--- src/chol_macros.svh ---
`ifndef CHOL_MACROS_SVH
`define CHOL_MACROS_SVH

// Matrix order, 2 to 5
`define CHOL_N 3

// Signed Q16.16 word
`define CHOL_W    32
`define CHOL_FRAC 16

// Lower triangle element count
`define CHOL_NELEM ((`CHOL_N * (`CHOL_N + 1)) / 2)

// One root bit per iteration over the 48-bit scaled radicand
`define CHOL_SQRT_ITER 24

// One quotient bit per iteration over the 48-bit scaled dividend
`define CHOL_DIV_ITER 48

`endif

--- src/chol_pkg.sv ---
`default_nettype none
`include "chol_macros.svh"

package chol_pkg;

    // ------------------------------------------------------------
    // Fixed point word
    // ------------------------------------------------------------
    typedef logic signed [`CHOL_W-1:0] fix_t;

    // Lower triangle, row-major: e[0]=a11, e[1]=a21, e[2]=a22, e[3]=a31 ...
    typedef struct packed {
        fix_t [`CHOL_NELEM-1:0] e;
    } tri_t;

    // ------------------------------------------------------------
    // Request payloads for the iterative units
    // ------------------------------------------------------------
    typedef struct packed {
        fix_t radicand;   // Must be positive
    } sqrt_req_t;

    typedef struct packed {
        fix_t dividend;
        fix_t divisor;
    } div_req_t;

endpackage

`default_nettype wire

--- src/chol_div.sv ---
`timescale 1ns/1ps
`default_nettype none
`include "chol_macros.svh"

module chol_div (
    input  logic               clk,
    input  logic               rst,
    input  logic               div_req,
    input  chol_pkg::div_req_t div_arg,
    output logic               div_ack,
    output chol_pkg::fix_t     div_res
);

    localparam int W  = `CHOL_W;
    localparam int QW = `CHOL_DIV_ITER;  // Scaled dividend / quotient bits
    localparam int CW = $clog2(`CHOL_DIV_ITER + 1);

    localparam logic [1:0] S_IDLE = 2'd0;
    localparam logic [1:0] S_RUN  = 2'd1;
    localparam logic [1:0] S_DONE = 2'd2;

    logic [1:0]     state;
    logic [CW-1:0]  cnt;
    logic [QW-1:0]  num;      // Dividend shifts out, quotient shifts in
    logic [W-1:0]   rem;
    logic [W-1:0]   den;
    logic           neg;      // Operand signs differ
    logic [W:0]     rem_sh;
    logic [W-1:0]   dvd_mag;
    logic [W-1:0]   dvs_mag;
    chol_pkg::fix_t q_mag;

    // Magnitudes, -2^31 maps to 2^31 unsigned
    assign dvd_mag = div_arg.dividend[W-1] ? W'(-div_arg.dividend) : W'(div_arg.dividend);
    assign dvs_mag = div_arg.divisor[W-1] ? W'(-div_arg.divisor) : W'(div_arg.divisor);

    assign rem_sh = {rem, num[QW-1]};

    // Sign applied to the magnitude, so truncation is toward zero
    assign q_mag   = num[W-1:0];
    assign div_res = neg ? -q_mag : q_mag;

    always_ff @(posedge clk) begin
        if (rst) begin
            state   <= S_IDLE;
            cnt     <= '0;
            div_ack <= 1'b0;
        end else begin
            case (state)
                S_IDLE: begin
                    if (div_req) begin
                        num   <= {dvd_mag, {`CHOL_FRAC{1'b0}}};
                        den   <= dvs_mag;
                        neg   <= div_arg.dividend[W-1] ^ div_arg.divisor[W-1];
                        rem   <= '0;
                        cnt   <= '0;
                        state <= S_RUN;
                    end
                end
                S_RUN: begin
                    if (rem_sh >= {1'b0, den}) begin
                        rem <= W'(rem_sh - {1'b0, den});
                        num <= {num[QW-2:0], 1'b1};
                    end else begin
                        rem <= W'(rem_sh);
                        num <= {num[QW-2:0], 1'b0};
                    end
                    cnt <= cnt + 1'b1;
                    if (cnt == CW'(QW - 1)) begin
                        div_ack <= 1'b1;
                        state   <= S_DONE;
                    end
                end
                S_DONE: begin
                    if (!div_req) begin
                        div_ack <= 1'b0;  // Result held until here
                        state   <= S_IDLE;
                    end
                end
                default: state <= S_IDLE;
            endcase
        end
    end

endmodule

`default_nettype wire

--- src/chol_sequencer.sv ---
`timescale 1ns/1ps
`default_nettype none
`include "chol_macros.svh"

module chol_sequencer (
    input  logic                clk,
    input  logic                rst,
    input  logic                in_req,
    input  chol_pkg::tri_t      a_in,
    output logic                in_ack,
    output chol_pkg::tri_t      l_out,
    output logic                l_valid,
    output logic                not_pd,
    output logic                sqrt_req,
    output chol_pkg::sqrt_req_t sqrt_arg,
    input  logic                sqrt_ack,
    input  chol_pkg::fix_t      sqrt_res,
    output logic                div_req,
    output chol_pkg::div_req_t  div_arg,
    input  logic                div_ack,
    input  chol_pkg::fix_t      div_res
);

    localparam int N  = `CHOL_N;
    localparam int IW = $clog2(`CHOL_N);      // Row / column index width
    localparam int EW = $clog2(`CHOL_NELEM);  // Element index width

    localparam logic [2:0] S_IDLE  = 3'd0;
    localparam logic [2:0] S_LOAD  = 3'd1;
    localparam logic [2:0] S_ACC   = 3'd2;
    localparam logic [2:0] S_SQRT  = 3'd3;
    localparam logic [2:0] S_DIV   = 3'd4;
    localparam logic [2:0] S_WRITE = 3'd5;
    localparam logic [2:0] S_DONE  = 3'd6;

    logic [2:0]    state;
    logic [IW-1:0] i;        // Row
    logic [IW-1:0] j;        // Column
    logic [IW-1:0] k;        // Inner product term
    logic          fail_q;   // Non-positive pivot seen

    chol_pkg::tri_t store;   // Holds A, overwritten in place by L
    chol_pkg::fix_t acc;
    chol_pkg::fix_t res_q;   // Unit result waiting for release of ack

    chol_pkg::fix_t              op_a;
    chol_pkg::fix_t              op_b;
    chol_pkg::fix_t              prod_fix;
    logic signed [2*`CHOL_W-1:0] prod;

    // Position of (r, c) in the packed triangle
    function automatic logic [EW-1:0] idx(input logic [IW-1:0] r, input logic [IW-1:0] c);
        int lin;
        lin = int'(r) * (int'(r) + 1) / 2 + int'(c);
        return EW'(lin);
    endfunction

    // ------------------------------------------------------------
    // Multiply-subtract operand path, l_ik * l_jk
    // ------------------------------------------------------------
    always_comb begin
        op_a     = store.e[idx(i, k)];
        op_b     = store.e[idx(j, k)];
        prod     = op_a * op_b;
        prod_fix = prod[`CHOL_W+`CHOL_FRAC-1:`CHOL_FRAC];  // Q32.32 back to Q16.16
    end

    // Arguments are held stable by the registers behind them
    assign sqrt_arg.radicand = acc;
    assign div_arg.dividend  = acc;
    assign div_arg.divisor   = store.e[idx(j, j)];

    // ------------------------------------------------------------
    // Column walk
    // ------------------------------------------------------------
    always_ff @(posedge clk) begin
        if (rst) begin
            state    <= S_IDLE;
            i        <= '0;
            j        <= '0;
            k        <= '0;
            fail_q   <= 1'b0;
            in_ack   <= 1'b0;
            sqrt_req <= 1'b0;
            div_req  <= 1'b0;
            l_valid  <= 1'b0;
            not_pd   <= 1'b0;
            l_out    <= '0;
        end else begin
            l_valid <= 1'b0;
            if (in_ack && !in_req) begin
                in_ack <= 1'b0;   // Four-phase return to zero
            end

            case (state)
                S_IDLE: begin
                    if (in_req && !in_ack) begin
                        store  <= a_in;
                        in_ack <= 1'b1;
                        i      <= '0;
                        j      <= '0;
                        fail_q <= 1'b0;
                        state  <= S_LOAD;
                    end
                end
                S_LOAD: begin
                    acc   <= store.e[idx(i, j)];
                    k     <= '0;
                    state <= S_ACC;
                end
                S_ACC: begin
                    if (k == j) begin
                        if (i != j) begin
                            div_req <= 1'b1;
                            state   <= S_DIV;
                        end else if (acc <= 0) begin
                            // Clear column j onward, earlier columns stay
                            for (int r = 0; r < N; r++) begin
                                for (int c = 0; c <= r; c++) begin
                                    if (c >= int'(j)) begin
                                        store.e[idx(IW'(r), IW'(c))] <= '0;
                                    end
                                end
                            end
                            fail_q <= 1'b1;
                            state  <= S_DONE;
                        end else begin
                            sqrt_req <= 1'b1;
                            state    <= S_SQRT;
                        end
                    end else begin
                        acc <= acc - prod_fix;  // Wraps to 32 bits
                        k   <= k + 1'b1;
                    end
                end
                S_SQRT: begin
                    if (sqrt_ack) begin
                        res_q    <= sqrt_res;
                        sqrt_req <= 1'b0;
                        state    <= S_WRITE;
                    end
                end
                S_DIV: begin
                    if (div_ack) begin
                        res_q   <= div_res;
                        div_req <= 1'b0;
                        state   <= S_WRITE;
                    end
                end
                S_WRITE: begin
                    // Wait for both acks low before any new request
                    if (!sqrt_ack && !div_ack) begin
                        store.e[idx(i, j)] <= res_q;
                        if (i != IW'(N - 1)) begin
                            i     <= i + 1'b1;
                            state <= S_LOAD;
                        end else if (j != IW'(N - 1)) begin
                            j     <= j + 1'b1;
                            i     <= j + 1'b1;   // Next diagonal
                            state <= S_LOAD;
                        end else begin
                            state <= S_DONE;
                        end
                    end
                end
                S_DONE: begin
                    l_out   <= store;
                    not_pd  <= fail_q;
                    l_valid <= 1'b1;
                    state   <= S_IDLE;
                end
                default: begin
                    state <= S_IDLE;
                end
            endcase
        end
    end

endmodule

`default_nettype wire

--- src/chol_sqrt.sv ---
`timescale 1ns/1ps
`default_nettype none
`include "chol_macros.svh"

module chol_sqrt (
    input  logic                clk,
    input  logic                rst,
    input  logic                sqrt_req,
    input  chol_pkg::sqrt_req_t sqrt_arg,
    output logic                sqrt_ack,
    output chol_pkg::fix_t      sqrt_res
);

    localparam int RW = `CHOL_SQRT_ITER;      // Root bits
    localparam int DW = 2 * `CHOL_SQRT_ITER;  // Scaled radicand bits
    localparam int CW = $clog2(`CHOL_SQRT_ITER + 1);

    localparam logic [1:0] S_IDLE = 2'd0;
    localparam logic [1:0] S_RUN  = 2'd1;
    localparam logic [1:0] S_DONE = 2'd2;

    logic [1:0]    state;
    logic [CW-1:0] cnt;
    logic [DW-1:0] data;     // Radicand bits, consumed two at a time
    logic [RW+3:0] rem;
    logic [RW-1:0] root;
    logic [RW+3:0] rem_sh;
    logic [RW+3:0] trial;

    // Restoring step
    assign rem_sh = {rem[RW+1:0], data[DW-1:DW-2]};
    assign trial  = {2'b00, root, 2'b01};

    assign sqrt_res = chol_pkg::fix_t'({{(`CHOL_W - RW){1'b0}}, root});

    always_ff @(posedge clk) begin
        if (rst) begin
            state    <= S_IDLE;
            cnt      <= '0;
            sqrt_ack <= 1'b0;
        end else begin
            case (state)
                S_IDLE: begin
                    if (sqrt_req) begin
                        data  <= {sqrt_arg.radicand, {`CHOL_FRAC{1'b0}}};  // x * 2^16
                        rem   <= '0;
                        root  <= '0;
                        cnt   <= '0;
                        state <= S_RUN;
                    end
                end
                S_RUN: begin
                    data <= {data[DW-3:0], 2'b00};
                    if (rem_sh >= trial) begin
                        rem  <= rem_sh - trial;
                        root <= {root[RW-2:0], 1'b1};
                    end else begin
                        rem  <= rem_sh;
                        root <= {root[RW-2:0], 1'b0};
                    end
                    cnt <= cnt + 1'b1;
                    if (cnt == CW'(RW - 1)) begin
                        sqrt_ack <= 1'b1;  // Root complete with this step
                        state    <= S_DONE;
                    end
                end
                S_DONE: begin
                    if (!sqrt_req) begin
                        sqrt_ack <= 1'b0;
                        state    <= S_IDLE;
                    end
                end
                default: state <= S_IDLE;
            endcase
        end
    end

endmodule

`default_nettype wire

--- src/chol_top.sv ---
`timescale 1ns/1ps
`default_nettype none

module chol_top (
    input  logic           clk,
    input  logic           rst,
    input  logic           in_req,
    input  chol_pkg::tri_t a_in,
    output logic           in_ack,
    output chol_pkg::tri_t l_out,
    output logic           l_valid,
    output logic           not_pd
);

    // Sequencer to unit handshakes
    logic                sqrt_req;
    logic                sqrt_ack;
    chol_pkg::sqrt_req_t sqrt_arg;
    chol_pkg::fix_t      sqrt_res;

    logic                div_req;
    logic                div_ack;
    chol_pkg::div_req_t  div_arg;
    chol_pkg::fix_t      div_res;

    chol_sequencer seq_inst (
        .clk      (clk),
        .rst      (rst),
        .in_req   (in_req),
        .a_in     (a_in),
        .in_ack   (in_ack),
        .l_out    (l_out),
        .l_valid  (l_valid),
        .not_pd   (not_pd),
        .sqrt_req (sqrt_req),
        .sqrt_arg (sqrt_arg),
        .sqrt_ack (sqrt_ack),
        .sqrt_res (sqrt_res),
        .div_req  (div_req),
        .div_arg  (div_arg),
        .div_ack  (div_ack),
        .div_res  (div_res)
    );

    chol_sqrt sqrt_inst (
        .clk      (clk),
        .rst      (rst),
        .sqrt_req (sqrt_req),
        .sqrt_arg (sqrt_arg),
        .sqrt_ack (sqrt_ack),
        .sqrt_res (sqrt_res)
    );

    chol_div div_inst (
        .clk     (clk),
        .rst     (rst),
        .div_req (div_req),
        .div_arg (div_arg),
        .div_ack (div_ack),
        .div_res (div_res)
    );

endmodule

`default_nettype wire

--- config.mk ---
export PLATFORM = sky130hd
export DESIGN_NAME = chol_top
export DESIGN_NICKNAME = d
export VERILOG_FILES = /design/src/chol_pkg.sv /design/src/chol_div.sv /design/src/chol_sequencer.sv /design/src/chol_sqrt.sv /design/src/chol_top.sv
export VERILOG_INCLUDE_DIRS = /design/src
export SDC_FILE = /design/constraint.sdc
export NUM_CORES = 2
export LEC_CHECK = 0
export ABC_AREA = 0
export BUFFER_PORTS_ARGS = -buffer_cell sky130_fd_sc_hd__buf_2
export CORE_MARGIN = 2
export CORE_UTILIZATION = 40
export DETAILED_ROUTE_END_ITERATION = 10
export MAX_ROUTING_LAYER = met4
export SETUP_SLACK_MARGIN = 0.05
export SYNTH_ARGS = -nofsm -noshare
export SYNTH_HDL_FRONTEND = slang
export SYNTH_SLANG_ARGS = --single-unit
--- constraint.sdc ---
create_clock -name clk -period 34.8 [get_ports clk]
set_clock_uncertainty 0.05 [all_clocks]
set_input_delay 6.96 -clock clk [delete_from_list [all_inputs] [get_ports clk]]
set_output_delay 6.96 -clock clk [all_outputs]
set_load 0.05 [all_outputs]
== After elaboration in Yosys (flattened, before gate mapping) ==
Cells that the tools add are included.

* Bits in registers: 691
* Input port bits: 195
* Word-level logic and storage cells: 254

* Add/subtract/negate cells: 19
* $mul: 3
* Magnitude comparators: 11
* Equal/unequal tests: 38
* Mux-type cells: 98
* Bitwise gates (word level): 4
* Reductions and logical operators: 43

{| class="wikitable"
|+ Operators with widths
! kind !! number
|-
| 192-bit 2-to-1 mux || 5
|-
| 192-bit one-hot mux with 3 select lines || 1
|-
| 32-bit 2-to-1 mux || 15
|-
| 32-bit binary-select mux with 3-bit select || 4
|-
| 192-bit bitwise mux || 1
|-
| 32-bit one-hot mux with 2 select lines || 3
|-
| 48-bit one-hot mux with 2 select lines || 2
|-
| 32-bit demux with 3-bit select || 1
|-
| 48-bit 2-to-1 mux || 2
|-
| 32-bit negation || 3
|-
| 32-bit subtractor || 2
|-
| 26-bit 2-to-1 mux || 2
|-
| 26-bit one-hot mux with 2 select lines || 1
|-
| 32-bit by 32-bit multiplier with 48-bit output || 1
|-
| 24-bit one-hot mux with 2 select lines || 1
|-
| 33-bit by 32-bit greater-or-equal comparator with 1-bit output || 1
|-
| 32-bit by 1-bit less-or-equal comparator with 1-bit output (second input constant) || 1
|-
| 31-bit 2-to-1 mux || 1
|-
| 28-bit by 26-bit greater-or-equal comparator with 1-bit output || 1
|-
| 3-bit 2-to-1 mux || 9
|-
| 2-bit 2-to-1 mux || 13
|-
| 2-bit by 1-bit != test with 1-bit output (second input constant) || 13
|-
| 26-bit subtractor || 1
|-
| 24-bit 2-to-1 mux || 1
|-
| 45 further kinds || 131
|}

== Logic depth before layout (Yosys ltp) ==
* Word-level depth: 12
* Mapped depth: 55
* Depth with buffers taken out: 49

== By module ==
From an unflattened synthesis, not the netlist that was laid out.

* Cell total of the unflattened synthesis: 7444
* Area, all modules: 69307.7 µm²

{| class="wikitable"
|+ By module, submodules not included
! module !! times used !! cells each !! area each (µm²)
|-
| chol_sequencer || 1 || 5992 || 55522.0
|-
| chol_div || 1 || 903 || 8495.6
|-
| chol_sqrt || 1 || 549 || 5290.1
|}

== Worst setup path before layout ==
OpenSTA, ideal clock, no wires.

* Path kind: input-to-reg
* From: in rst
* To: reg div_inst.num[0] (enable)
* Setup time: 0.616 ns
* Arrival: 12.659 ns
* Setup slack: 21.474 ns
* Stages on the path: 2
* Path through: clkbuf_1 > nor3_1

* Word-level cells in the longest chain between the ends: 2

{| class="wikitable"
|+ Ends and longest elaborated chain
! item !! RTL line !! RTL
|-
| start: declaration || chol_top.sv:6 || <nowiki>input logic rst,</nowiki>
|-
| 1-bit NOT (no source line) || n/a ||
|-
| 3-bit AND reduction (no source line) || n/a ||
|-
| end signal: assignment || chol_div.sv:52 || <nowiki>num <= {dvd_mag, {`CHOL_FRAC{1'b0}}};</nowiki>
|-
| end signal: assignment || chol_div.sv:63 || <nowiki>num <= {num[QW-2:0], 1'b1};</nowiki>
|-
| end signal: assignment || chol_div.sv:66 || <nowiki>num <= {num[QW-2:0], 1'b0};</nowiki>
|-
| end: declaration || chol_div.sv:24 || <nowiki>logic [QW-1:0] num;</nowiki>
|}

Every way passes these cells.
A chain may end at the register's enable or synchronous reset.

== Worst setup path in the final report ==
* From: reg seq_inst.j[0]
* To: reg seq_inst.acc[31], in the netlist seq_inst.sqrt_arg[31], data pin

* Word-level cells in the longest chain between the ends: 11
* Elaborated cells between the ends (all ways): 14
* Those cells by class: 5 x add/sub; 2 x mul; 6 x mux; 1 x bitwise

{| class="wikitable"
|+ Ends and longest elaborated chain
! item !! RTL line !! RTL
|-
| start: declaration || chol_sequencer.sv:38 || <nowiki>logic [IW-1:0] j;</nowiki>
|-
| start signal: assignment || chol_sequencer.sv:158 || <nowiki>j <= j + 1'b1;</nowiki>
|-
| 2-bit by 1-bit adder with 3-bit output || chol_sequencer.sv:54 || <nowiki>lin = int'(r) * (int'(r) + 1) / 2 + int'(c);</nowiki>
|-
| 2-bit by 3-bit multiplier with 4-bit output || chol_sequencer.sv:54 ||
|-
| 1-bit bitwise AND (no source line) || n/a ||
|-
| 3-bit by 1-bit adder with 3-bit output (no source line) || n/a ||
|-
| 3-bit adder || chol_sequencer.sv:54 ||
|-
| 32-bit binary-select mux with 3-bit select || chol_sequencer.sv:63 || <nowiki>op_b = store.e[idx(j, k)];</nowiki>
|-
| 32-bit 2-to-1 mux (implied by the code) || chol_sequencer.sv:63 ||
|-
| 32-bit by 32-bit multiplier with 48-bit output || chol_sequencer.sv:64 || <nowiki>prod = op_a * op_b;</nowiki>
|-
| 32-bit subtractor || chol_sequencer.sv:132 || <nowiki>acc <= acc - prod_fix;</nowiki>
|-
| 32-bit 2-to-1 mux || chol_sequencer.sv:112 || <nowiki>if (k == j) begin</nowiki>
|-
| 32-bit one-hot mux with 2 select lines * || chol_sequencer.sv:95 || <nowiki>case (state)</nowiki>
|-
| end signal: assignment || chol_sequencer.sv:107 || <nowiki>acc <= store.e[idx(i, j)];</nowiki>
|-
| end signal: assignment || chol_sequencer.sv:132 ||
|-
| end: declaration || chol_sequencer.sv:43 || <nowiki>chol_pkg::fix_t acc;</nowiki>
|}

Every way passes the cells marked *; elsewhere a longest branch is shown, timed or not. The select of a mux whose other input is x is not followed.

==> metrics <==
Detail Placement HPWL=208 mm; Syn Inst Count=~7.4k; Hold WC Path Type=reg -> reg; vias after detailed routing=about 57k; Slowest-stage cell, CP=fa_4; clk buf depth=3; Placer Congestion=1.05; Final Critical Period=around 15 ns; Synth area leaders=fa_1 25%, edfxtp_1 20%, nand2_1 7.3%; DRT antenna net count=0; Area Overhead vs Synth=10.7%; Crit Path Class=reg -> reg; number of post-CTS setup repair buffers=0; Final TNS setup=0 ns; fillers=around 16k; port buffer count=389; fraction of layout cells with a size suffix above 1=0.114; post-DR wirelength/cell=between 20 and 30 um; Die Ht=approximately 420 um; Final Hold Fails=0; asr flop ratio synth=0; Slew @ Worst Pin=1.31 ns; Initial Utilization=0.402; Synth top cells by count=1324 x nand2_1, 943 x inv_1, 844 x fa_1; Yosys warnings=0; Hold EP=seq_inst.l_out[130]$_SDFFE_PP0P_; CTS tree=yes; outcome=finished, final reports clean; Chip Width=416 um; R2R cell count=46; FP Rows=between 150 and 200; Critical Path Max Stage Delay=1.11 ns; antenna violations before repair=14; NumNets Final=8905; max cap viols=0; Mapped Area=just under 0.07 mm^2; reg-to-reg setup timing slack=19.68 ns; initial drt markers=between 6k and 7k; Synth Flop Type=edfxtp_1; period utilization=0.434; hold_buf cts=0; CP bufs+invs=9; total global-route track usage=0.320; Synth cell types=86; setup violators final=0; overall die area=0.173 mm^2; Highest Clock Rate=between 0.06 and 0.07 GHz; Seq/Total Area, Yosys=0.265; Yosys top cell by area=fa_1; most frequent CP cell=fa_1; core area=~0.17 mm^2; Clock transition at path regs=0.06 ns; Clock Latency Late Sink=~0.68 ns; Clock H-tree levels=3; global-route wire length before repair=roughly 390 mm; RSZ-0062 raised after global routing=false; Largest delay share family, worst path=adder cells; syn_nets=~8.7k; Synth Register Bits=between 600 and 700; crit end category=register; clock sinks=between 600 and 700; largest net degree at the start of global routing=between 150 and 200; Avg Cell Area, Syn=between 9 and 10 um^2; post-CTS sizing=0; drt first pass iters=8; Critical Path RT=roughly 35 ns; vias per inst=roughly 5.8; vias in the first global route=about 57k; Critical Path Start Type=register; Slew Limit Headroom=0.116; Slew Limit Fails=0; gr ovfl total=0; Yosys top cell area share=0.248; Clock Root Buffer=clkbuf_16; number of synthesized flops with an enable pin=around 450; CP arrival=between 15 and 20 ns; worst reg2reg path endpoint=seq_inst.sqrt_arg[31]$_DFFE_PP_; DRC viols=0; hold depth=2; Worst R2R Start=seq_inst.j[0]$_SDFFE_PP0P_; num ports=390; crit-path max FO=51; Routed WL=roughly 270 mm; count leader, synth=nand2_1; worst hold start=seq_inst.l_out[130]$_SDFFE_PP0P_; CTS Buf Count=69
worst max path at each step:
stage                                from                              end  slack, ns  cells past startpoint
2_1_floorplan                         rst    div_inst.num[0]$_SDFFCE_PN0P_      21.47                      2
3_3_place_gp   seq_inst.j[0]$_SDFFE_PP0P_  seq_inst.sqrt_arg[31]$_DFFE_PP_      19.95                     47
3_5_place_dp   seq_inst.j[0]$_SDFFE_PP0P_  seq_inst.sqrt_arg[31]$_DFFE_PP_      19.92                     47
4_1_cts        seq_inst.j[0]$_SDFFE_PP0P_  seq_inst.sqrt_arg[31]$_DFFE_PP_      19.84                     47
5_1_grt        seq_inst.j[0]$_SDFFE_PP0P_  seq_inst.sqrt_arg[31]$_DFFE_PP_      19.06                     46
6_report       seq_inst.j[0]$_SDFFE_PP0P_  seq_inst.sqrt_arg[31]$_DFFE_PP_      19.68                     46
placed cells by master, fill, tap and decap left out, drive strengths merged, types with 27 or more instances in the layout:
| cell type | n |
|---|---|
| ha | 270 |
| dfxtp | 224 |
| fa | 844 |
| o31ai | 79 |
| nand3 | 47 |
| a21o | 49 |
| nor2b | 40 |
| a21oi | 378 |
| a22oi | 49 |
| nor3 | 59 |
| clkbuf | 97 |
| o21ai | 372 |
| nor2 | 752 |
| nand2b | 35 |
| and2 | 40 |
| mux4 | 96 |
| a22o | 27 |
| xnor2 | 125 |
| xor2 | 109 |
| mux2i | 327 |
| a31oi | 27 |
| buf | 560 |
| inv | 945 |
| edfxtp | 451 |
| o31a | 49 |
| nand2 | 1324 |
cell type report:
| type | instances | area [um^2] | share of cell area |
|---|---|---|---|
| Multi-Input combinational cell | 5344 | 45300 | 0.602 |
| Sequential cell | 675 | 18000 | 0.239 |
| Inverter | 945 | 3550 | 0.0471 |
| Timing Repair Buffer | 561 | 3260 | 0.0433 |
| Tap cell | 2218 | 2780 | 0.0368 |
| Clock buffer | 96 | 1990 | 0.0265 |
| Clock inverter | 32 | 367 | 0.00487 |
| Antenna cell | 11 | 27.5 | 0.000365 |
routing by layer:
metal	routed length, um	global-route usage
met1	102000	0.390
met2	123000	0.489
met3	25200	0.0680
met4	21000	0.193
met5	0	-
cell families after synthesis:
kind of cell             count (synthesis)  share of synthesized area
XOR/XNOR                               234                     0.0304
adder cells (fa/ha/maj)               1114                      0.298
flip-flops                             675                      0.265
buffers and inverters                 1379                     0.0775
AND/OR/NAND/NOR                       2404                      0.144
multiplexers                           426                     0.0804
AO/OA/AOI/OAI                         1166                      0.105
sequential cells by signal, summed over array words and instances, names as in the netlist, 3 cells and up:
name / cells
div_inst.cnt: 6
div_inst.den: 32
div_inst.num: 48
div_inst.rem: 32
seq_inst.l_out: 192
seq_inst.res_q: 32
seq_inst.sqrt_arg: 32
seq_inst.state: 3
seq_inst.store: 192
sqrt_inst.cnt: 5
sqrt_inst.data: 32
sqrt_inst.rem: 26
sqrt_inst.root: 24
metrics by stage:
| step | hold slack [ns] | setup slack (ns) | instance area [um^2] | cells | utilization |
|---|---|---|---|---|---|
| floorplan | 0.382 | 21.47 | 68000 | 7398 | - |
| global placement | 0.388 | 19.95 | 72900 | 9743 | 0.431 |
| detailed placement | 0.396 | 19.92 | 72900 | 9743 | 0.431 |
| CTS | 0.404 | 19.84 | 75300 | 9871 | 0.445 |
| global route | 0.423 | 19.06 | 75300 | 9878 | 0.445 |
| finish | 0.403 | 19.68 | 75300 | 9882 | 0.445 |
worst register-to-register path: cells and delay by family (launching register included):
kind | cells | cell delay, ns
adder cells (fa/ha/maj) | 13 | 6.53
AO/OA/AOI/OAI | 17 | 4.18
buffers and inverters | 9 | 1.63
AND/OR/NAND/NOR | 4 | 0.89
flip-flops | 1 | 0.74
multiplexers | 1 | 0.49
XOR/XNOR | 2 | 0.32
Power is left out: the tool's default activity adds up to more than one toggle a clock period on the data nets, which glitch-free logic cannot reach.
